[src/source/neoIoPkg.sv]
package neoIoPkg;

	// Response FIFO size, also the credits the requester starts with
	localparam int RespDepth = 4;
	localparam int RespPtrW = $clog2(RespDepth);

	// Byte seen on reads nobody answers
	localparam logic [7:0] ZoneUnmapped = 8'hFF;

	// Limits of the I/O register zone
	localparam logic [23:0] ZoneBase = 24'h300000;
	localparam logic [23:0] ZoneLast = 24'h3BFFFF;

	// Main decode mask and the matches after masking
	localparam logic [23:0] ZoneMask = 24'h3E0001;
	localparam logic [23:0] AddrP1Cnt = 24'h300000;
	localparam logic [23:0] AddrDipRd = 24'h300001;
	localparam logic [23:0] AddrStatusA = 24'h320001;
	localparam logic [23:0] AddrP2Cnt = 24'h340000;
	localparam logic [23:0] AddrStatusB = 24'h380000;
	// Bit write zone 0, sub-decoded on A6:A4
	localparam logic [23:0] AddrBitW0 = 24'h380001;
	// Bit write zone 1, the system latch
	localparam logic [23:0] AddrBitW1 = 24'h3A0001;

	typedef enum logic {
		accRead,
		accWrite
	} accessKindT;

	typedef enum logic [3:0] {
		regNone,
		// Read side
		regP1Cnt,
		regDipSw,
		regStatusA,
		regP2Cnt,
		regStatusB,
		// Write side
		regPOutput,
		regCrdBank,
		regSlot,
		regLedLatch,
		regLedData,
		regCounter,
		regSysLatch
	} regSelT;

	// One CPU byte access
	typedef struct packed {
		accessKindT kind;
		logic [23:0] addr;
		logic [7:0] data;
	} ioReqT;

	// Decoded access, stage 1 to stage 2
	typedef struct packed {
		regSelT sel;
		accessKindT kind;
		logic [7:0] addrLow;
		logic [7:0] data;
	} ioOpT;

	typedef struct packed {
		logic [7:0] data;
		logic wasWrite;
	} ioRespT;

	// Board output latches
	typedef struct packed {
		logic [2:0] p1Out;
		logic [2:0] p2Out;
		logic [2:0] crdBank;
		logic [2:0] slot;
		logic [7:0] led1;
		logic [7:0] led2;
		logic counter1;
		logic counter2;
		logic lockout1;
		logic lockout2;
		// Bit 0 shadow, 1 vector swap, 2 card WE, 3 card WE B,
		// 4 register enable, 5 system rom, 6 sram lock, 7 palette bank
		logic [7:0] sysLatch;
	} ioLatchT;

endpackage

[src/source/neoIoDecode.sv]
module neoIoDecode
	import neoIoPkg::*;
(
	input logic clk24M,
	input logic rstN,
	input logic reqValid,
	input ioReqT req,
	output logic opValid,
	output ioOpT op
);

	logic [23:0] zoneAddr;
	regSelT addrSel;
	regSelT opSel;
	logic selIsWrite;
	logic reqIsWrite;

	// Keep only the bits the board decoder looks at
	assign zoneAddr = req.addr & ZoneMask;

	// Address only classification, direction checked below
	always_comb begin
		addrSel = regNone;
		case (zoneAddr)
			AddrP1Cnt: addrSel = regP1Cnt;
			AddrDipRd: begin
				// A7 set is the mirror port, not modelled
				if (!req.addr[7]) begin
					addrSel = regDipSw;
				end
			end
			AddrStatusA: addrSel = regStatusA;
			AddrP2Cnt: addrSel = regP2Cnt;
			AddrStatusB: addrSel = regStatusB;
			AddrBitW0: begin
				// Sub-decode on A6:A4
				case (req.addr[6:4])
					3'b000: addrSel = regPOutput;
					3'b001: addrSel = regCrdBank;
					3'b010: addrSel = regSlot;
					3'b011: addrSel = regLedLatch;
					3'b100: addrSel = regLedData;
					// RTC control, writes dropped
					3'b101: addrSel = regNone;
					default: addrSel = regCounter;
				endcase
			end
			AddrBitW1: addrSel = regSysLatch;
			default: addrSel = regNone;
		endcase
	end

	// Write-only selects sit at the top of the enum
	assign selIsWrite = (addrSel >= regPOutput);
	assign reqIsWrite = (req.kind == accWrite);

	// Wrong direction falls through to the unmapped path
	assign opSel = (selIsWrite == reqIsWrite) ? addrSel : regNone;

	// Valid flag, cleared by reset
	always_ff @(posedge clk24M) begin
		if (!rstN) begin
			opValid <= 1'b0;
		end else begin
			opValid <= reqValid;
		end
	end

	// Op payload, qualified by opValid
	always_ff @(posedge clk24M) begin
		op.sel <= opSel;
		op.kind <= req.kind;
		op.addrLow <= req.addr[7:0];
		op.data <= req.data;
	end

	// Requester must stay inside the I/O zone
	zoneCheck: assert property (@(posedge clk24M) disable iff (!rstN)
		reqValid |-> (req.addr >= ZoneBase && req.addr <= ZoneLast));

endmodule

[src/source/neoIoRegs.sv]
module neoIoRegs
	import neoIoPkg::*;
(
	input logic clk24M,
	input logic rstN,
	input logic opValid,
	input ioOpT op,
	input logic [9:0] p1In,
	input logic [9:0] p2In,
	input logic testBtn,
	input logic [7:0] dipSw,
	output logic pushValid,
	output ioRespT pushResp,
	output ioLatchT latches
);

	// Byte staged by LedData, shown on LedLatch
	logic [7:0] ledData;
	logic [7:0] readByte;
	logic writeOp;
	logic bitValue;

	assign writeOp = opValid && (op.kind == accWrite);

	// Counters and system latch take their value from A4
	assign bitValue = op.addrLow[4];

	// Write latches
	always_ff @(posedge clk24M) begin
		if (!rstN) begin
			latches <= '0;
			ledData <= '0;
		end else if (writeOp) begin
			case (op.sel)
				regPOutput: begin
					latches.p1Out <= op.data[2:0];
					latches.p2Out <= op.data[5:3];
				end
				regCrdBank: latches.crdBank <= op.data[2:0];
				regSlot: latches.slot <= op.data[2:0];
				regLedData: ledData <= op.data;
				regLedLatch: begin
					// Bit 3 strobes LED bank 1, bit 4 bank 2
					if (op.data[3]) begin
						latches.led1 <= ledData;
					end
					if (op.data[4]) begin
						latches.led2 <= ledData;
					end
				end
				regCounter: begin
					// A2:A1 picks the output
					case (op.addrLow[2:1])
						2'd0: latches.counter1 <= bitValue;
						2'd1: latches.counter2 <= bitValue;
						2'd2: latches.lockout1 <= bitValue;
						default: latches.lockout2 <= bitValue;
					endcase
				end
				// One bit per address, A3:A1 is the index
				regSysLatch: latches.sysLatch[op.addrLow[3:1]] <= bitValue;
				default: begin
					// regNone and read selects, nothing to store
				end
			endcase
		end
	end

	// Read mux from live inputs
	always_comb begin
		case (op.sel)
			regP1Cnt: readByte = p1In[7:0];
			regP2Cnt: readByte = p2In[7:0];
			regDipSw: readByte = dipSw;
			// Upper bits float high on the board
			regStatusA: readByte = {7'b1111100, testBtn};
			// Start and select lines of both players
			regStatusB: readByte = {4'hF, p2In[9:8], p1In[9:8]};
			default: readByte = ZoneUnmapped;
		endcase
	end

	// Push strobe
	always_ff @(posedge clk24M) begin
		if (!rstN) begin
			pushValid <= 1'b0;
		end else begin
			pushValid <= opValid;
		end
	end

	// Response byte, writes answer zero
	always_ff @(posedge clk24M) begin
		pushResp.wasWrite <= (op.kind == accWrite);
		pushResp.data <= (op.kind == accWrite) ? 8'h00 : readByte;
	end

	// A dropped write must not disturb any output
	noneWriteHold: assert property (@(posedge clk24M) disable iff (!rstN)
		(opValid && op.kind == accWrite && op.sel == regNone) |=> $stable(latches));

endmodule

[src/source/neoIoRespQueue.sv]
module neoIoRespQueue
	import neoIoPkg::*;
(
	input logic clk24M,
	input logic rstN,
	input logic pushValid,
	input ioRespT pushResp,
	input logic respTake,
	output logic respValid,
	output ioRespT resp,
	output logic creditReturn
);

	ioRespT mem [RespDepth];
	logic [RespPtrW-1:0] wrPtr;
	logic [RespPtrW-1:0] rdPtr;
	// One extra bit to tell full from empty
	logic [RespPtrW:0] count;
	logic pop;

	assign respValid = (count != '0);
	assign resp = mem[rdPtr];
	assign pop = respValid && respTake;

	// Response storage
	always_ff @(posedge clk24M) begin
		if (pushValid) begin
			mem[wrPtr] <= pushResp;
		end
	end

	// Pointers, occupancy and credit pulse
	always_ff @(posedge clk24M) begin
		if (!rstN) begin
			wrPtr <= '0;
			rdPtr <= '0;
			count <= '0;
			creditReturn <= 1'b0;
		end else begin
			if (pushValid) begin
				wrPtr <= (wrPtr == RespPtrW'(RespDepth - 1)) ? '0 : wrPtr + RespPtrW'(1);
			end
			if (pop) begin
				rdPtr <= (rdPtr == RespPtrW'(RespDepth - 1)) ? '0 : rdPtr + RespPtrW'(1);
			end
			case ({pushValid, pop})
				2'b10: count <= count + (RespPtrW + 1)'(1);
				2'b01: count <= count - (RespPtrW + 1)'(1);
				default: count <= count;
			endcase
			// Credit goes back the cycle after the pop
			creditReturn <= pop;
		end
	end

	// Credit scheme must keep the queue from overflowing
	noOverflow: assert property (@(posedge clk24M) disable iff (!rstN)
		(count == (RespPtrW + 1)'(RespDepth)) |-> !pushValid);

endmodule

[src/source/neoIoTop.sv]
module neoIoTop
	import neoIoPkg::*;
(
	input logic clk24M,
	input logic rstN,
	input logic reqValid,
	input ioReqT req,
	input logic [9:0] p1In,
	input logic [9:0] p2In,
	input logic testBtn,
	input logic [7:0] dipSw,
	output logic respValid,
	output ioRespT resp,
	input logic respTake,
	output logic creditReturn,
	output ioLatchT latches
);

	// Decode to register stage
	logic opValid;
	ioOpT op;
	// Register stage to response queue
	logic pushValid;
	ioRespT pushResp;

	neoIoDecode uDecode (
		.clk24M(clk24M),
		.rstN(rstN),
		.reqValid(reqValid),
		.req(req),
		.opValid(opValid),
		.op(op)
	);

	neoIoRegs uRegs (
		.clk24M(clk24M),
		.rstN(rstN),
		.opValid(opValid),
		.op(op),
		.p1In(p1In),
		.p2In(p2In),
		.testBtn(testBtn),
		.dipSw(dipSw),
		.pushValid(pushValid),
		.pushResp(pushResp),
		.latches(latches)
	);

	neoIoRespQueue uRespQueue (
		.clk24M(clk24M),
		.rstN(rstN),
		.pushValid(pushValid),
		.pushResp(pushResp),
		.respTake(respTake),
		.respValid(respValid),
		.resp(resp),
		.creditReturn(creditReturn)
	);

endmodule

[config.mk]
export PLATFORM = sky130hd
export DESIGN_NAME = neoIoTop
export DESIGN_NICKNAME = d
export VERILOG_FILES = /design/src/source/neoIoPkg.sv /design/src/source/neoIoDecode.sv /design/src/source/neoIoRegs.sv /design/src/source/neoIoRespQueue.sv /design/src/source/neoIoTop.sv
export SDC_FILE = /design/constraint.sdc
export NUM_CORES = 1
export LEC_CHECK = 0
export BUFFER_PORTS_ARGS = -buffer_cell sky130_fd_sc_hd__buf_2
export CORE_ASPECT_RATIO = 0.75
export CORE_MARGIN = 2
export CORE_UTILIZATION = 53
export CTS_CLUSTER_DIAMETER = 30
export DETAILED_ROUTE_END_ITERATION = 8
export PLACE_DENSITY = 0.87
export REMOVE_ABC_BUFFERS = 1
export SYNTH_ARGS = -nofsm -noshare
export SYNTH_HDL_FRONTEND = slang
export SYNTH_HIERARCHICAL = 1
export SYNTH_SLANG_ARGS = --single-unit
[constraint.sdc]
create_clock -name clk24M -period 2.2 [get_ports clk24M]
set_input_delay 0.33 -clock clk24M [delete_from_list [all_inputs] [get_ports clk24M]]
set_output_delay 0.33 -clock clk24M [all_outputs]
set_load 0.005 [all_outputs]
# After elaboration in Yosys (flattened, before gate mapping)
# Memory sizes are Yosys's and may differ from the RTL's. A register that Yosys moved wholly into a read port is not among the register bits.
# Index checks and enable logic that the tools add are counted.
# totals
ram_bits	36
input_bits	66
mem_count	1
word_cells	97
regBits	85
output_inout_bits	51
romBits	0
latch_bits	0
# op_classes
div	0
muxes	14
order_cmp	3
eq_ne	31
addsub	4
n_reduce_logical	19
mul	0
bitwise	1
n_shift	0
# memory_table
name	words	width	read_ports	rd_clocked_by_memory_dff	write_ports	line	source
uRespQueue.mem	4	9	1	1	1	neoIoRespQueue.sv:14	ioRespT mem [RespDepth];
# ops
op	count
== test 6 bit (second input constant)	7
case mux 8 bit (5 select lines)	1
case mux 4 bit (7 select lines)	1
case mux 4 bit (6 select lines)	1
== test 4 bit (second input constant)	5
AND reduction 3 bit	6
== test 4 x 3 -> 1 bit (second input constant)	4
2-to-1 mux 2 bit	5
AND reduction 2 bit	5
bitwise mux 8 bit	1
== test 2 bit (second input constant)	4
== test 4 x 2 -> 1 bit (second input constant)	2
== test 3 x 2 -> 1 bit (second input constant)	2
== test 3 bit (second input constant)	2
case mux 3 bit (2 select lines)	1
adder 2 x 1 -> 2 bit (second input constant)	2
== test 2 x 1 -> 1 bit (second input constant)	2
== test 4 x 1 -> 1 bit (second input constant)	1
>= comparator 4 x 3 -> 1 bit (second input constant)	1
less-than comparator 3 x 4 -> 1 bit (second input constant)	1
adder 3 x 1 -> 3 bit (second input constant)	1
demux 1 bit (select 3 bit)	1
== test 3 x 1 -> 1 bit (second input constant)	1
>= comparator 3 x 1 -> 1 bit (second input constant)	1
10 further kinds	14

# Depth between registers and ports, before layout
# depth
ltp_word	5
ltp_mapped	8
depth_no_buf	8

# Hierarchy
# Netlist, hierarchy kept.
# modules_own_cells
mod	instances	area_per_inst_um2	seq_area_each_um2	cells_each
neoIoRegs	1	2486.1	1161.1	261
neoIoRespQueue	1	1783.0	1281.2	99
neoIoDecode	1	673.1	440.4	56

# Worst setup path after synthesis
# Ideal clock, no wire load.
# synth_path
path_type	register -> register
startpoint	register uRespQueue.count[0]
endpoint	register uRespQueue.count[2]
setup_time_ns	0.070
period_less_slack_ns	1.735
required_ns	2.130
setup_slack_ns	0.465
path_buffers	0
arrival_ns	1.665
path_stages_with_launch	9
path_cell_list	dfxtp_1 > o31ai_2 > inv_1 > ha_1 > inv_1 > fa_1 > xor2_1 > or3_1 > a21oi_1
# synth_via
elab_chain_len	4
word_cells_on_any_way	8
cone_classes	add/sub: 2; eq/ne: 2; mux: 1; reduce/logical: 3
# synth_rtl
item	line	source
start: declaration	neoIoRespQueue.sv:18	logic [RespPtrW:0] count;
start signal: assignment	neoIoRespQueue.sv:47	2'b10: count <= count + (RespPtrW + 1)'(1);
start signal: assignment	neoIoRespQueue.sv:48	2'b01: count <= count - (RespPtrW + 1)'(1);
start signal: assignment	neoIoRespQueue.sv:49	default: count <= count;
nonzero test 3 bit *	neoIoRespQueue.sv:21	assign respValid = (count != '0);
logical AND 1 bit *	neoIoRespQueue.sv:23	assign pop = respValid && respTake;
net uRespQueue.pop	neoIoRespQueue.sv:19	logic pop;
== test 2 x 1 -> 1 bit / == test 2 bit (equally long branches)	neoIoRespQueue.sv:46	case ({pushValid, pop})
case mux 3 bit (2 select lines) / nonzero test 2 bit (equally long branches)	-	
# Mark *: on every way through the listed nets, which the timed path passes. The rest lies on a longest branch.
# A chain may end at the register's enable or synchronous reset.

==> run_results.csv <==
group,metric,value,unit
finish,utilization,66.79,%
die,core_area,0.008971,mm2
clocking,clkLatencyLatePin,0.40,ns
die,io_pins,117,
sta,skew,0.004617,ns
clocking,htreeDepth,4,
clocking,clockBufferDepth,2,
sta,fin_crit,1.941,ns
clocking,cts_root_buf,"clkbuf_16",
die,die_x,114.6,um
worst_setup_path,worstPathRequired,1.87,ns
worst_setup_path,crit_fanout,9,
pwr,p_int,4.184,mW
clocking,cts_buffers,17,
finish,fin_area,0.005992,mm2
routing,routed_via_density,5.430,
pwr,comb_power_share,8.5,%
sta,worst_pin_slew,0.6180,ns
routing,drt_iter0_drc,169,
logic_synthesis,netlist_area,0.004862,mm2
grt,grt_pass1_vias,3496,
pwr,power_switching_share,22.37,%
worst_setup_path,cp-end-kind,"output pin",
pwr,powerDensity,899.5,mW/mm2
finish,drive_gt1_share,29.53,%
die,initial_core_util,54.20,%
pwr,power.total,5.390,mW
placed_design,dpl-instance-area,0.005455,mm2
sta,setup_tns,0,ns
sta,drv_slew,0,
clocking,cts_tree,"done",
routing,ant_nets,0,
min_path,hp-class,"primary input to flop",
die,rows,30,
sta,slew-limit-headroom,58.76,%
worst_setup_path,path_class,"flop to output pin",
sta,rsz0062_at_grt,"no",
sta,finalSetupViolations,0,
pwr,clkPwrFrac,46.0,%
routing,wl_per_cell,16.19,um
routing,routed_wirelength,10480,um
pwr,p_sw,1.206,mW
finish,fill_cells,681,
worst_setup_path,reg2reg_depth,8,
grt,grt_max_degree,28,
logic_synthesis,avgSynthCellArea,11.80,um2
clocking,path_clk_slew,0.05,ns
die,dieArea,0.009964,mm2
pwr,p_leak,2.435,nW
sta,fmax,0.5153,GHz
die,die_h,86.95,um
job,drv_cap,0,
finish,nets,595,
grt,track_usage,21.72,%
logic_synthesis,syn_inst,412,
min_path,hold_depth,1,
grt,grt_pass1_wl,16390,um
grt,antenna_found_initial,0,
sta,hold_ws,0.02454,ns
placed_design,routabilityCongestion,0.7580,
clocking,cts_resized,0,
finish,areaGrowthSynthToFinish,23.24,%
clocking,cts_sinks,122,
finish,diodes,0,
routing,drc,0,
worst_setup_path,cp.arrival,1.61,ns
clocking,post_cts_buffers,0,
placed_design,dpl.hpwl,7277,um
worst_setup_path,startpoint_type,"flop",
pwr,seq_power_share,45.6,%
pwr,ir_worst_vdd,0.5786,mV
routing,route.vias.total,3513,
grt,gr-total-overflow,0,
status,outcome,"finished, final reports clean",
sta,period_share,88.21,%
logic_synthesis,yosysWarnings,6,
routing,dr.pass1.iters,5,
sta,timing_hold_violations_final,0,
placed_design,port_buffers,105,
clocking,hold_buffers,0,
-- cells in the final DEF, fill, tap and decap left out, types with 3 or more instances in the layout --
cell	count
buf_2	105
dfxtp_1	86
nand2_1	52
mux2i_1	42
edfxtp_1	36
nor2_1	19
o21ai_0	19
clkbuf_16	18
nand3_1	16
nor2b_1	14
inv_1	12
a21oi_1	11
mux4_2	9
buf_4	7
and2_1	6
ha_1	6
clkbuf_1	5
clkinv_2	5
a221o_1	5
nand2b_1	4
or3_1	4
a22o_1	4
nand3b_1	3
xor2_1	3
-- metal layers --
metal	global-route usage, %	wire length (um)
met1	25.53	4390
met2	36.15	5247
met3	8.003	643
met4	9.202	193
met5	0	0
-- state kept, by name, indices dropped and copies added (netlist names), named ones only --
signal	flops
uRegs/pushValid	1
uDecode/opValid	1
uRespQueue/rdPtr	2
uRespQueue/mem	36
uRegs/pushResp	9
uRegs/latches	40
uRegs/ledData	8
uRespQueue/creditReturn	1
uDecode/op	17
uRespQueue/count	3
uRespQueue/wrPtr	2
-- worst paths after layout --
kind	slack (ns)	startpoint	endpoint
worst max-delay path	0.26	flop	resp[1]
worst min-delay path	0.02	req[6]	uDecode/op[6]
worst max register to register	0.27	uRespQueue/count[1]	uRespQueue/count[2]
worst min register to register	0.45	uRegs/latches[19]	uRegs/latches[19]
-- metrics by stage --
| step | std cells | setup WS (ns) |
|---|---|---|
| after floorplan | 391 | 0.4253 |
| after global placement | 615 | 0.3831 |
| after detailed placement | 615 | 0.2876 |
| after CTS | 647 | 0.2205 |
| after global routing | 647 | 0.1366 |
| final | 647 | 0.2593 |
-- power by group through the flow --
stage / registers, mW / clock network, mW / logic, mW
after floorplan: 2.51 / 0 / 0.249
after global placement: 2.49 / 0 / 0.443
after detailed placement: 2.50 / 0 / 0.460
after CTS: 2.46 / 2.51 / 0.462
after global routing: 2.46 / 2.62 / 0.507
final: 2.46 / 2.48 / 0.457
-- critical path, cell delays in order (launching register included) --
cell and delay, ns:
dfxtp_1 0.31, buf_4 0.21, mux4_2 0.54, buf_2 0.15
-- layout make-up --
cell class / count / area, um2 / area share, %
repair buffers: 112 / 578.1 / 9.647
flip-flops and latches: 122 / 2803 / 46.77
inverters: 12 / 45.04 / 0.7517
multi-input cells: 257 / 1889 / 31.53
clock buffers: 25 / 496.7 / 8.290
well taps: 112 / 140.1 / 2.339
clock inverters: 7 / 40.04 / 0.6682
Note: power is estimated with default switching activity, not from simulation.
